<file path="src/common/nbody_pkg.sv">
package nbody_pkg;

	// signed q16.16, 16 integer bits and 16 fraction bits
	typedef logic signed [31:0] fix_t;

	// one spatial vector, x in the top word
	typedef struct packed {
		fix_t x;
		fix_t y;
		fix_t z;
	} vec3_t;

	// full body record as stored in the table
	typedef struct packed {
		vec3_t pos;
		vec3_t vel;
		vec3_t acc;
	} body_rec_t;

	// which half of the euler step a stage performs
	typedef enum logic {
		VEL_STAGE,
		POS_STAGE
	} stage_kind_t;

	// cur + rate * dt with dt = 2^-shift
	// arithmetic shift rounds toward minus infinity, sum wraps at 32 bits
	function automatic fix_t fix_advance(fix_t cur, fix_t rate, int shift);
		return cur + (rate >>> shift);
	endfunction

	// same rule applied per component
	function automatic vec3_t vec_advance(vec3_t cur, vec3_t rate, int shift);
		vec3_t res;
		res.x = fix_advance(cur.x, rate.x, shift);
		res.y = fix_advance(cur.y, rate.y, shift);
		res.z = fix_advance(cur.z, rate.z, shift);
		return res;
	endfunction

endpackage

</file>
<file path="src/common/body_mem_pkg.sv">
package body_mem_pkg;

	import nbody_pkg::*;

	// 16 body records
	localparam int BODY_IDX_W = 4;

	typedef logic [BODY_IDX_W-1:0] body_idx_t;

	// per-vector write enables
	typedef struct packed {
		logic pos;
		logic vel;
		logic acc;
	} field_mask_t;

	// one access to the body table
	// mask and wdata only matter when write is set
	typedef struct packed {
		logic        valid;
		logic        write;
		body_idx_t   idx;
		field_mask_t mask;
		body_rec_t   wdata;
	} mem_req_t;

	// peers sharing the table, listed by priority
	typedef enum logic [1:0] {
		REQ_HOST,
		REQ_POS,
		REQ_VEL
	} req_id_t;

endpackage

</file>
<file path="src/integrator/euler_stage.sv">
`timescale 1ns/10ps

module euler_stage
	import nbody_pkg::*;
	import body_mem_pkg::*;
#(
	parameter int          DT_SHIFT = 6,
	parameter stage_kind_t KIND     = VEL_STAGE
)
(
	input  logic      CLK,
	input  logic      RESET,
	input  logic      launch_i,
	input  body_idx_t idx_i,
	output logic      busy_o,
	output logic      done_o,
	output body_idx_t done_idx_o,
	output mem_req_t  req_o,
	input  logic      gnt_i,
	input  logic      rvalid_i,
	input  body_rec_t rdata_i
);

	// vel stage writes vel only
	// pos stage writes pos and clears the consumed acc
	localparam field_mask_t WR_MASK = (KIND == VEL_STAGE) ?
		field_mask_t'{pos: 1'b0, vel: 1'b1, acc: 1'b0} :
		field_mask_t'{pos: 1'b1, vel: 1'b0, acc: 1'b1};

	typedef enum logic [1:0] {
		S_IDLE,
		S_RD_REQ,
		S_RD_WAIT,
		S_WR_REQ
	} state_t;

	state_t    state;
	body_idx_t idx_q;
	body_rec_t wdata_q;
	body_rec_t next_rec;

	// read -> compute -> write, each step may stall on the arbiter
	always_ff @(posedge CLK)
	begin
		if (RESET)
		begin
			state  <= S_IDLE;
			done_o <= 1'b0;
		end
		else
		begin
			done_o <= 1'b0;
			case (state)
				S_IDLE:
					if (launch_i)
						state <= S_RD_REQ;
				S_RD_REQ:
					if (gnt_i)
						state <= S_RD_WAIT;
				S_RD_WAIT:
					if (rvalid_i)
						state <= S_WR_REQ;
				S_WR_REQ:
					if (gnt_i)
					begin
						// write is in the table once done is seen
						state  <= S_IDLE;
						done_o <= 1'b1;
					end
				default:
					state <= S_IDLE;
			endcase
		end
	end

	// new target vector, all other fields left zero
	always_comb
	begin
		next_rec = '0;
		if (KIND == VEL_STAGE)
			next_rec.vel = vec_advance(rdata_i.vel, rdata_i.acc, DT_SHIFT);
		else
			next_rec.pos = vec_advance(rdata_i.pos, rdata_i.vel, DT_SHIFT);
	end

	always_ff @(posedge CLK)
	begin
		if (state == S_IDLE && launch_i)
			idx_q <= idx_i;
		if (state == S_RD_WAIT && rvalid_i)
			wdata_q <= next_rec;
	end

	// request is a pure function of state, so it holds until granted
	always_comb
	begin
		req_o       = '0;
		req_o.valid = (state == S_RD_REQ) || (state == S_WR_REQ);
		req_o.write = (state == S_WR_REQ);
		req_o.idx   = idx_q;
		if (state == S_WR_REQ)
		begin
			req_o.mask  = WR_MASK;
			req_o.wdata = wdata_q;
		end
	end

	assign busy_o     = (state != S_IDLE);
	assign done_idx_o = idx_q;

	// sequencer must wait for idle
	a_no_launch_busy : assert property (
		@(posedge CLK) disable iff (RESET)
		launch_i |-> !busy_o
	);

	// read data only returns to a stage that asked for it
	a_rvalid_expected : assert property (
		@(posedge CLK) disable iff (RESET)
		rvalid_i |-> (state == S_RD_WAIT)
	);

endmodule

</file>
<file path="config.mk">
export PLATFORM = sky130hd
export DESIGN_NAME = euler_stage
export DESIGN_NICKNAME = d
export VERILOG_FILES = /design/src/common/nbody_pkg.sv /design/src/common/body_mem_pkg.sv /design/src/integrator/euler_stage.sv
export SDC_FILE = /design/constraint.sdc
export NUM_CORES = 1
export LEC_CHECK = 0
export ABC_AREA = 1
export BUFFER_PORTS_ARGS = -buffer_cell sky130_fd_sc_hd__buf_2
export CAP_MARGIN = 10
export CORE_ASPECT_RATIO = 0.7
export CORE_UTILIZATION = 26
export CTS_CLUSTER_SIZE = 28
export DETAILED_ROUTE_END_ITERATION = 16
export PLACE_DENSITY_LB_ADDON = 0.2
export SLEW_MARGIN = 20
export SYNTH_ARGS = -nofsm -noshare
export SYNTH_HDL_FRONTEND = slang
export SYNTH_SLANG_ARGS = --single-unit
export TNS_END_PERCENT = 5
</file>
<file path="constraint.sdc">
create_clock -name CLK -period 3 [get_ports CLK]
set_input_delay 0.6 -clock CLK [delete_from_list [all_inputs] [get_ports CLK]]
set_output_delay 0.6 -clock CLK [all_outputs]
set_load 0.01 [all_outputs]
</file>
==> results of run 1 <==
per-layer routing:
layer	share of wire, %	routed length, um	global-route usage [%]
met5	0	0	0
met4	0.56	219	2.35
met3	4.9	1910	2.71
met2	43	16800	23.4
met1	52	20400	23.4
power by group:
| part | total, mW | switching (mW) | internal, mW | leakage (nW) |
|---|---|---|---|---|
| Clock | 1.34 | 0.669 | 0.666 | 0.147 |
| Combinational | 2.56 | 1.74 | 0.819 | 8.23 |
| Sequential | 1.94 | 0.0589 | 1.88 | 0.939 |
| Total | 5.83 | 2.47 | 3.36 | 9.32 |
metrics by stage:
stage / setup slack, ns / instance area (um^2) / hold slack (ns)
2_1_floorplan: 0.0433 / 13200 / 0.521
3_3_place_gp: 0.426 / 14000 / 0.594
3_5_place_dp: 0.435 / 14000 / 0.591
4_1_cts: 0.542 / 14300 / 0.357
5_1_grt: 0.440 / 14300 / 0.355
6_report: 0.646 / 14300 / 0.391
cells in the mapped netlist (all sizes together):
master / n / area, um^2
a211oi: 2 / 15.0
a21o: 3 / 22.5
a21oi: 60 / 300
buf: 204 / 1520
clkbuf: 6 / 22.5
conb: 1 / 3.75
dfxtp: 3 / 60.1
edfxtp: 100 / 3000
fa: 3 / 60.1
ha: 98 / 1230
inv: 439 / 1650
nand2: 803 / 3080
nand3: 79 / 450
nand4: 12 / 75.1
nor2: 119 / 454
nor3: 16 / 80.1
o21bai: 6 / 45.0
or2: 2 / 12.5
xnor2: 3 / 26.3
xor2: 45 / 394
final timing paths:
path                 start            end  slack (ns)  depth (start not counted)
setup reg to reg  state[0]   wdata_q[122]        1.19                          5
setup / recovery  state[0]     req_o[141]        0.65                          5
hold / removal    idx_i[0]  done_idx_o[0]        0.39                          1
hold reg to reg   state[1]       state[1]        0.61                          2
layout make-up:
type / count / area [um^2] / share of cell area [%]
clock buffer: 10 / 229 / 1.60
multi-input combinational: 1445 / 6980 / 48.9
clock inverter: 6 / 77.6 / 0.543
tap: 612 / 766 / 5.36
sequential: 103 / 3060 / 21.5
timing repair buffer: 295 / 1510 / 10.6
inverter: 439 / 1650 / 11.6
worst max-delay path: stages, from the launching register on:
cell and delay [ns]:
dfxtp_1 0.41, ha_4 0.23, buf_4 0.35, nand2_1 0.12
inv_1 0.10, buf_2 0.13
kinds of logic after synthesis:
group                      count (synthesis)
and+or+nand+nor                         1031
buffers and inverters                    649
DFF                                      103
adders and majority gates                101
AOI/OAI and AO/OA                         71
xor gates and xnor gates                  48
other                                      1
state kept, by name, summed over array words and instances, names as in the netlist:
signal      cells
wdata_q        96
state           2
done_o          1
done_idx_o      4
==> summary.md, run 1 <==
| Metric | Value |
|---|---|
| Mux contribution to synthesized area | 0% |
| Clock Sinks | 103 |
| Starting Density | 26.6% |
| Residual DRC | 0 |
| Port bufs | 291 |
| Detail Placement HPWL | 33700 um |
| Slew Limit Fails | 0 |
| Hold WC Path Type | in -> reg |
| GRT Util Overall | 15.6% |
| TNS Setup | 0 ns |
| Root Driver | clkbuf_16 |
| I/O Pins | 600 |
| ANT nets after route | 0 |
| Status | complete, no violations |
| Final wirelength | 39300 um |
| Yosys reg bits | 103 |
| Ratio of cells with drive above 1 in the final layout | 15.5% |
| Post-CTS setup buffers | 0 |
| Power Density | 409 nW/um^2 |
| Main combinational cell family by area after synthesis | simple AND/OR/NAND/NOR gates |
| Core footprint | 46900 um^2 |
| H-tree depth | 3 |
| Peak supply drop | 285 uV |
| Synth unique cells | 26 |
| Layout Nets | 2691 |
| Setup crit start kind | flop |
| Placed insts | 2894 |
| Final period util | 78.5% |
| Post-Synth XOR/XNOR Area | 3.36% |
| Layout area overhead | 14.3% |
| Final Critical Period | 2.35 ns |
| Clock Path Buffers | 2 |
| Required time worst endpoint | 2.40 ns |
| Netlist Area Pre-Place | 12500 um^2 |
| CP max FO | 35 |
| Avg Cell Area, Syn | 6.23 um^2 |
| Final Power | 5.83 mW |
| # diodes | 0 |
| TritonRoute pass-1 iters | 5 |
| Vias in the first global route | 10600 |
| Fin util | 30.4% |
| Die Wd | 264 um |
| Worst-skew pair later-pin latency | 0.39 ns |
| Initial antenna violation count | 0 |
| DR vias | 11800 |
| FP Rows | 66 |
| Via density | 4.05 |
| Worst slew pin tran | 0.515 ns |
| RSZ-0062 raised after global routing | no |
| DR iter-0 viols | 684 |
| First-pass GRT wire length | 58600 um |
| Adder-cell share of the synthesized area | 10.3% |
| Synth Instances | 2004 |
| Sequential share of the synthesized area | 24.5% |
| Synth Area in Compound Gates | 3.06% |
| Most frequent cells in the layout | nand2_1 (778), inv_1 (433), buf_2 (291) |
| Layout Skew | 0.00963 ns |
| Worst Path Arrival | 1.75 ns |
| Final Setup Violations | 0 |
| Fmax | 425 MHz |
| Finished Layout Cells | 2910 |
| Post-CTS sizing | 0 |
| Die area | 49000 um^2 |
| Gpl congestion | 0.931 |
| CP Class | reg -> out |
| Synth Area in Simple Gates | 33.2% |
| Clock transition at the registers of the reported paths | 0.08 ns |
| CTS tree | built |
| CTS Hold Bufs | 0 |
| Max_cap viols | 0 |
| Final hold vios | 0 |
| Height of the die | 185 um |
| CTS Buf Count | 9 |
| Synthesis Warnings | 0 |
| GRT overflow | 0 |
| CP endpoint kind | primary output |
| Most common cell after layout, fill and taps aside | nand2_1 |
| Max-slew headroom | 65.7% |
| WL/cell | 13.5 um |
| Fill cells | 5354 |
| LEAKAGE | 9.32 nW |
| Largest net degree at the start of global routing | 62 |
(Power assumes the default switching activity.)
==> run 2: changes to the inputs <==
Settings changed: ABC_AREA 1 to 0, CORE_AREA from default to 2 2 235 237, CORE_ASPECT_RATIO 0.7 to default, CORE_UTILIZATION 26 to default, DIE_AREA from default to 0 0 237 239.
Clock period 3 ns to 2.2 ns, I/O delays scaled along.
==> summary.md, run 2 <==
| Metric | Value |
|---|---|
| Status | complete, but fails checks |
| Final Setup Violations | 32 (+32) |
| Root Driver | clkbuf_16 |
| Worst hold margin | 0.230 ns (-0.161 ns) |
| Ratio of cells with drive above 1 in the final layout | 37.6% (+22 points) |
| Clock transition at the registers of the reported paths | 0.08 ns (about the same) |
| Largest register by flop count | wdata_q |
| Most common cell in the netlist | buf_4 |
| Delay-heaviest family, CP | compound AO/OA/AOI/OAI gates |
| Layout Skew | 0.0171 ns (+0.00746 ns) |
| Top cells by area, synth | edfxtp_1 (29%), buf_4 (14%), ha_1 (12%) |
| CTS Buf Count | 9 (unchanged) |
| Netlist Area Pre-Place | 10300 um^2 (-17%) |
| H-tree depth | 3 (unchanged) |
| Post-Layout Inst Area | 14400 um^2 (+0.94%) |
| Final hold vios | 0 (unchanged) |
| Worst min-delay path startpoint | idx_i[1] |
| Core footprint | 54300 um^2 (+16%) |
| Hold path cells | 1 (unchanged) |
| # diodes | 0 (unchanged) |
| CP Class | in -> reg |
| DP Area | 13700 um^2 (-2.1%) |
| Required time worst endpoint | 2.33 ns (-0.07 ns) |
| Final Critical Period | 2.47 ns |
| GRT overflow | 0 (unchanged) |
| Via density | 4.00 (-1.2%) |
| Yosys reg bits | 103 (unchanged) |
| Worst-skew pair later-pin latency | 0.39 ns (about the same) |
| Max reg flops | 96 (unchanged) |
| Clock Path Buffers | 2 (unchanged) |
| Height of the die | 239 um (+29%) |
| Comb power frac | 45.4% (+1.5 points) |
| RSZ-0062 raised after global routing | yes |
| TNS Setup | -3.15 ns (-3.15 ns) |
| Residual DRC | 0 (unchanged) |
| Ys flop type | edfxtp_1 |
| Die Wd | 237 um (-10%) |
| GRT Util Overall | 12.1% (-3.5 points) |
| Synth Instances | 1139 (-43%) |
| LEAKAGE | 6.93 nW (-26%) |
| Layout area overhead | 39.5% |
| Setup crit start kind | input port |
| Synth area leader | edfxtp_1 |
| Failing checks | negative setup slack |
| Worst Hold Endpoint | done_idx_o[1] |
| Synth top cells by count | buf_4 (199), and2_1 (108), edfxtp_1 (100) |
| Clock power share | 21.8% (-1.1 points) |
| Fmax | 405 MHz |
| DR iter-0 viols | 194 (-72%) |
| Most common cell after layout, fill and taps aside | buf_2 |
| Fin util | 26.5% (-3.9 points) |
| Slowest cell on crit path | fa_2 |
| Final period util | 112% |
| Starting Density | 19.0% (-7.6 points) |
| I/O Pins | 600 (unchanged) |
| Vias in the first global route | 9197 (-13%) |
| WL/cell | 14.9 um (+10%) |
| Gpl congestion | 0.829 (-11%) |
| Fill cells | 5908 (+10%) |
| Peak supply drop | 377 uV (+32%) |
| Worst reg2reg startpoint | state[1] |
| CTS tree | built |
| Power Density | 566 nW/um^2 (+39%) |
| Share of flip-flops with an asynchronous set or reset | 0% (unchanged) |
| Critical Path, Cell by Cell | buf_6 -> ha_4 -> fa_2 -> a21oi_4 -> nor2_2 -> o211ai_1 -> buf_4 -> and4_4 -> o21ai_4 -> a31oi_2 -> nor2_1 -> a311o_1 |
| Sw frac | 36.5% (-5.8 points) |
| Hold WC Path Type | in -> reg |
| Avg Cell Area, Syn | 9.07 um^2 (+45%) |
| Synth unique cells | 67 (+160%) |
| First-pass GRT wire length | 51800 um (-11%) |
| Sw power | 2.98 mW (+21%) |
| Clock Sinks | 103 (unchanged) |
| Initial antenna violation count | 3 (+3) |
| Layout Nets | 2055 (-24%) |
| Slew Limit Fails | 0 (unchanged) |
| TritonRoute pass-1 iters | 4 (-1) |
| Worst Path Arrival | 2.59 ns (+0.84 ns) |
| Final Power | 8.16 mW (+40%) |
| Synthesis Warnings | 0 (unchanged) |
| Largest net degree at the start of global routing | 66 (+6.5%) |
| Detail Placement HPWL | 29500 um (-13%) |
| CP peak stage delay | 0.37 ns (-0.04 ns) |
| Setup slack after layout | -0.267 ns (-0.913 ns) |
| Share of the synthesized area in the top cell type | 29.1% (+5.0 points) |
| FP Rows | 86 (+30%) |
| ANT nets after route | 0 (unchanged) |
| Pint | 5.18 mW (+54%) |
| Post-synth EDFFs | 100 (unchanged) |
| Sequential share of the synthesized area | 29.7% (+5.1 points) |
| Max_cap viols | 0 (unchanged) |
| Port bufs | 291 (unchanged) |
| Die area | 56600 um^2 (+16%) |
| Final wirelength | 35200 um (-10%) |
| Reg2Reg Depth | 6 (+1) |
| Most frequent cells in the layout | buf_2 (285), buf_4 (239), conb_1 (194) |
| Flop-to-flop setup slack | 0.46 ns (-0.73 ns) |
| Power share of the sequential group | 32.8% (-0.4 points) |
| Worst R2R End | state[0] |
| CP bufs+invs | 2 (-1) |
| CP max FO | 4 (-89%) |
| CP endpoint kind | flop |
| DR vias | 9471 (-20%) |
[run 2: cell count changes after synthesis, sizes merged, moves of 46 or more]
cell,before,now
a21o,3,49
and2,0,108
inv,439,21
nand2,803,68
nand3,79,21
nor2,119,66
o21ai,0,54
xnor2,3,49
[run 2: worst max-delay path by stage]
| stage | start | endpoint | slack (ns) | cells after the start |
|---|---|---|---|---|
| after floorplan | rdata_i[6] | wdata_q[120] | -0.58 | 10 |
| after global placement | rdata_i[38] | wdata_q[156] | -1.03 | 11 |
| after detailed placement | rdata_i[38] | wdata_q[156] | -1.04 | 11 |
| after CTS | rdata_i[96] | wdata_q[120] | -0.26 | 12 |
| after global routing | rdata_i[38] | wdata_q[156] | -0.34 | 12 |
| final | rdata_i[38] | wdata_q[156] | -0.27 | 12 |
[run 2: what timing repair did]
action,4_1_cts,5_1_grt
pin swaps,46,16
buffers inserted,6,3
hold buffers,0,0
resized for setup,62,25
endpoints found under the setup margin,91,56
[run 2: cells by family after synthesis]
| group | synth area share (%) |
|---|---|
| AND/OR/NAND/NOR | 17.3 |
| other | 0.0363 |
| AO/OA/AOI/OAI | 17.7 |
| multiplexers | 0.291 |
| flip-flops | 29.7 |
| adder cells (fa/ha/maj) | 12.5 |
| buffers and inverters | 16.1 |
| XOR/XNOR | 6.44 |
[run 2: area by class of cell]
type                    count  area (um^2)  area share [%]
clock buffers              12          246            1.71
clock inverters             4         55.1           0.382
inverters                  21         78.8           0.547
multi-input cells         985         6690            46.4
flip-flops and latches    103         3070            21.3
well taps                 704          881            6.11
repair buffers            537         3390            23.5
[run 2: through the flow]
stage	std cells	worst slack, ns
after floorplan	1332	-0.576
after global placement	2344	-1.03
after detailed placement	2344	-1.04
after CTS	2366	-0.262
after global routing	2366	-0.341
final	2366	-0.267
[run 2: per-layer routing]
layer | track usage [%] | part of all wire, %
met1 | 14.3 | 43
met2 | 21.7 | 50
met3 | 2.51 | 5.8
met4 | 3.76 | 1.6
met5 | 0 | 0
[run 2: power by group through the flow]
stage | combinational, mW | clock [mW] | sequential [mW]
2_1_floorplan | 2.23 | 0 | 2.69
3_3_place_gp | 3.60 | 0 | 2.72
3_5_place_dp | 3.60 | 0 | 2.72
4_1_cts | 3.73 | 1.91 | 2.68
5_1_grt | 4.11 | 1.95 | 2.70
6_report | 3.70 | 1.78 | 2.68
==> run 3: changes to the inputs <==
Settings changed: CORE_AREA 2 2 235 237 to 2 2 233 235, DIE_AREA 0 0 237 239 to 0 0 235 237.
==> summary.md, run 3 (same netlist as run 2, synthesis figures left out) <==
| Metric | Value |
|---|---|
| Gpl congestion | 0.830 (+0.12%) |
| Worst Hold Endpoint | done_idx_o[1] |
| Worst Path Arrival | 2.56 ns (-0.03 ns) |
| Residual DRC | 0 (unchanged) |
| Clock transition at the registers of the reported paths | 0.09 ns (about the same) |
| WL/cell | 14.7 um (-0.89%) |
| DR vias | 9491 (+0.21%) |
| Fmax | 416 MHz (+2.5%) |
| Largest register by flop count | wdata_q |
| CP endpoint kind | flop |
| I/O Pins | 600 (unchanged) |
| Clock Sinks | 103 (unchanged) |
| Largest net degree at the start of global routing | 61 (-7.6%) |
| Placed insts | 2343 (-0.043%) |
| Power Density | 559 nW/um^2 (-1.2%) |
| Status | complete, but fails checks |
| Hold path cells | 1 (unchanged) |
| Max_cap viols | 0 (unchanged) |
| Worst min-delay path startpoint | idx_i[1] |
| Die area | 55700 um^2 (-1.7%) |
| Peak supply drop | 382 uV (+1.3%) |
| Slew Limit Fails | 0 (unchanged) |
| First-pass GRT wire length | 52300 um (+0.85%) |
| Final Power | 8.06 mW (-1.2%) |
| CTS Hold Bufs | 0 (unchanged) |
| Final wirelength | 34900 um (-0.89%) |
| DR iter-0 viols | 306 (+58%) |
| TritonRoute pass-1 iters | 4 (unchanged) |
| Clock Path Buffers | 2 (unchanged) |
| Worst slew pin tran | 0.546 ns |
| Worst-skew pair later-pin latency | 0.39 ns (about the same) |
| Vias in the first global route | 9430 (+2.5%) |
| Final hold vios | 0 (unchanged) |
| Setup crit start kind | input port |
| Power share of the sequential group | 33.1% (+0.3 points) |
| Detail Placement HPWL | 28800 um (-2.4%) |
| RSZ-0062 raised after global routing | yes |
| Root Driver | clkbuf_16 |
| Sw power | 3.02 mW (+1.2%) |
| Max reg flops | 96 (unchanged) |
| FP Rows | 85 (-1.2%) |
| Clock power share | 20.9% (-0.9 points) |
| Worst reg2reg startpoint | state[0] |
| Sw frac | 37.4% (+0.87 points) |
| Port bufs | 291 (unchanged) |
| Height of the die | 237 um (-0.84%) |
| Reg2Reg Depth | 4 (-2) |
| Most common cell after layout, fill and taps aside | buf_2 |
| Worst R2R End | wdata_q[171] |
| Layout area overhead | 39.6% (about the same) |
| Max-slew headroom | 63.2% |
| H-tree depth | 3 (unchanged) |
| Pint | 5.05 mW (-2.5%) |
| Fill cells | 5804 (-1.8%) |
| CP Class | in -> reg |
| Layout Nets | 2061 (+0.29%) |
| DP Area | 13700 um^2 (+0.40%) |
| Starting Density | 19.4% (+0.38 points) |
| GRT Util Overall | 12.1% (+0.021 points) |
| GRT overflow | 0 (unchanged) |
| CTS tree | built |
| Hold WC Path Type | in -> reg |
| Core footprint | 53300 um^2 (-1.9%) |
| CTS Buf Count | 9 (unchanged) |
| Post-Layout Inst Area | 14400 um^2 (about the same) |
| CP max FO | 2 (-2) |
| Setup slack after layout | -0.206 ns (+0.0610 ns) |
| Finished Layout Cells | 2366 (unchanged) |
| Via density | 4.01 (+0.21%) |
| Final Setup Violations | 25 (-22%) |
| Ratio of cells with drive above 1 in the final layout | 37.7% (+0.10 points) |
| Comb power frac | 46.0% (+0.6 points) |
| Final Critical Period | 2.41 ns (-0.0610 ns) |
| Most frequent cells in the layout | buf_2 (287), buf_4 (246), conb_1 (194) |
| ANT nets after route | 0 (unchanged) |
| Initial antenna violation count | 0 (-3) |
| LEAKAGE | 6.94 nW (+0.13%) |
| Flop-to-flop setup slack | 0.57 ns (+0.11 ns) |
| Failing checks | negative setup slack |
| Required time worst endpoint | 2.35 ns (+0.02 ns) |
| Die Wd | 235 um (-0.84%) |
| Final period util | 109% (-2.8 points) |
| Layout Skew | 0.00765 ns (-0.00944 ns) |
run 3: changes by cell type in the layout (fill, tap and decap cells not counted), sizes merged:
| cell | delta |
|---|---|
| buf | +6 |
| bufinv | -1 |
| clkbuf | -2 |
| clkinvlp | +1 |
| diode | +2 |
| inv | +2 |
run 3: power groups by stage:
stage / sequential (mW) / combinational (mW) / clock, mW
6_report: 2.67 / 3.71 / 1.69
3_5_place_dp: 2.72 / 3.62 / 0
4_1_cts: 2.68 / 3.73 / 1.81
2_1_floorplan: 2.69 / 2.23 / 0
3_3_place_gp: 2.72 / 3.62 / 0
5_1_grt: 2.70 / 4.13 / 1.83
run 3: worst max-delay path by stage:
stage                 from           end  slack [ns]  cells past startpoint
2_1_floorplan   rdata_i[6]  wdata_q[120]       -0.58                     10
3_3_place_gp   rdata_i[38]  wdata_q[156]       -0.98                     11
3_5_place_dp   rdata_i[38]  wdata_q[156]       -0.97                     11
4_1_cts        rdata_i[96]  wdata_q[120]       -0.24                     11
5_1_grt        rdata_i[96]  wdata_q[120]       -0.31                     11
6_report       rdata_i[96]  wdata_q[120]       -0.21                     11
run 3: final cells by class:
class                      instances  area (um^2)  area share (%)
tap                              696          871            6.04
clock inverter                     6         45.0           0.312
timing repair buffer             543         3440            23.9
inverter                          21         78.8           0.547
multi-input combinational        985         6680            46.4
clock buffer                      10          229            1.59
sequential                       103         3070            21.3
antenna                            2         5.00          0.0347
run 3: per-layer routing:
layer	GRT usage [%]	wire, um
met1	14.9	15400
met2	21.2	17100
met3	2.45	2030
met4	3.43	401
met5	0	0
run 3: stage by stage:
step,utilization (%),hold slack (ns),setup TNS [ns],worst slack (ns)
2_1_floorplan,-,0.512,-9.83,-0.576
3_3_place_gp,25.8,0.585,-39.12,-0.976
3_5_place_dp,25.8,0.590,-40.64,-0.967
4_1_cts,26.8,0.177,-3.49,-0.244
5_1_grt,27.0,0.199,-5.56,-0.309
6_report,27.1,0.222,-2.37,-0.206
run 3: worst max-delay path: stages:
cell and delay [ns]:
buf_6 0.10, ha_4 0.16, fa_2 0.34, a21o_1 0.21
a21oi_4 0.19, o211ai_4 0.13, o22ai_2 0.15, o21ai_2 0.10
a22o_1 0.23, o41a_1 0.35, xor2_1 0.16
run 3: timing repair:
item | 4_1_cts | 5_1_grt
pin swaps | 42 | 13
gates resized for setup | 54 | 31
endpoints found under the setup margin | 50 | 59
setup buffers | 3 | 2
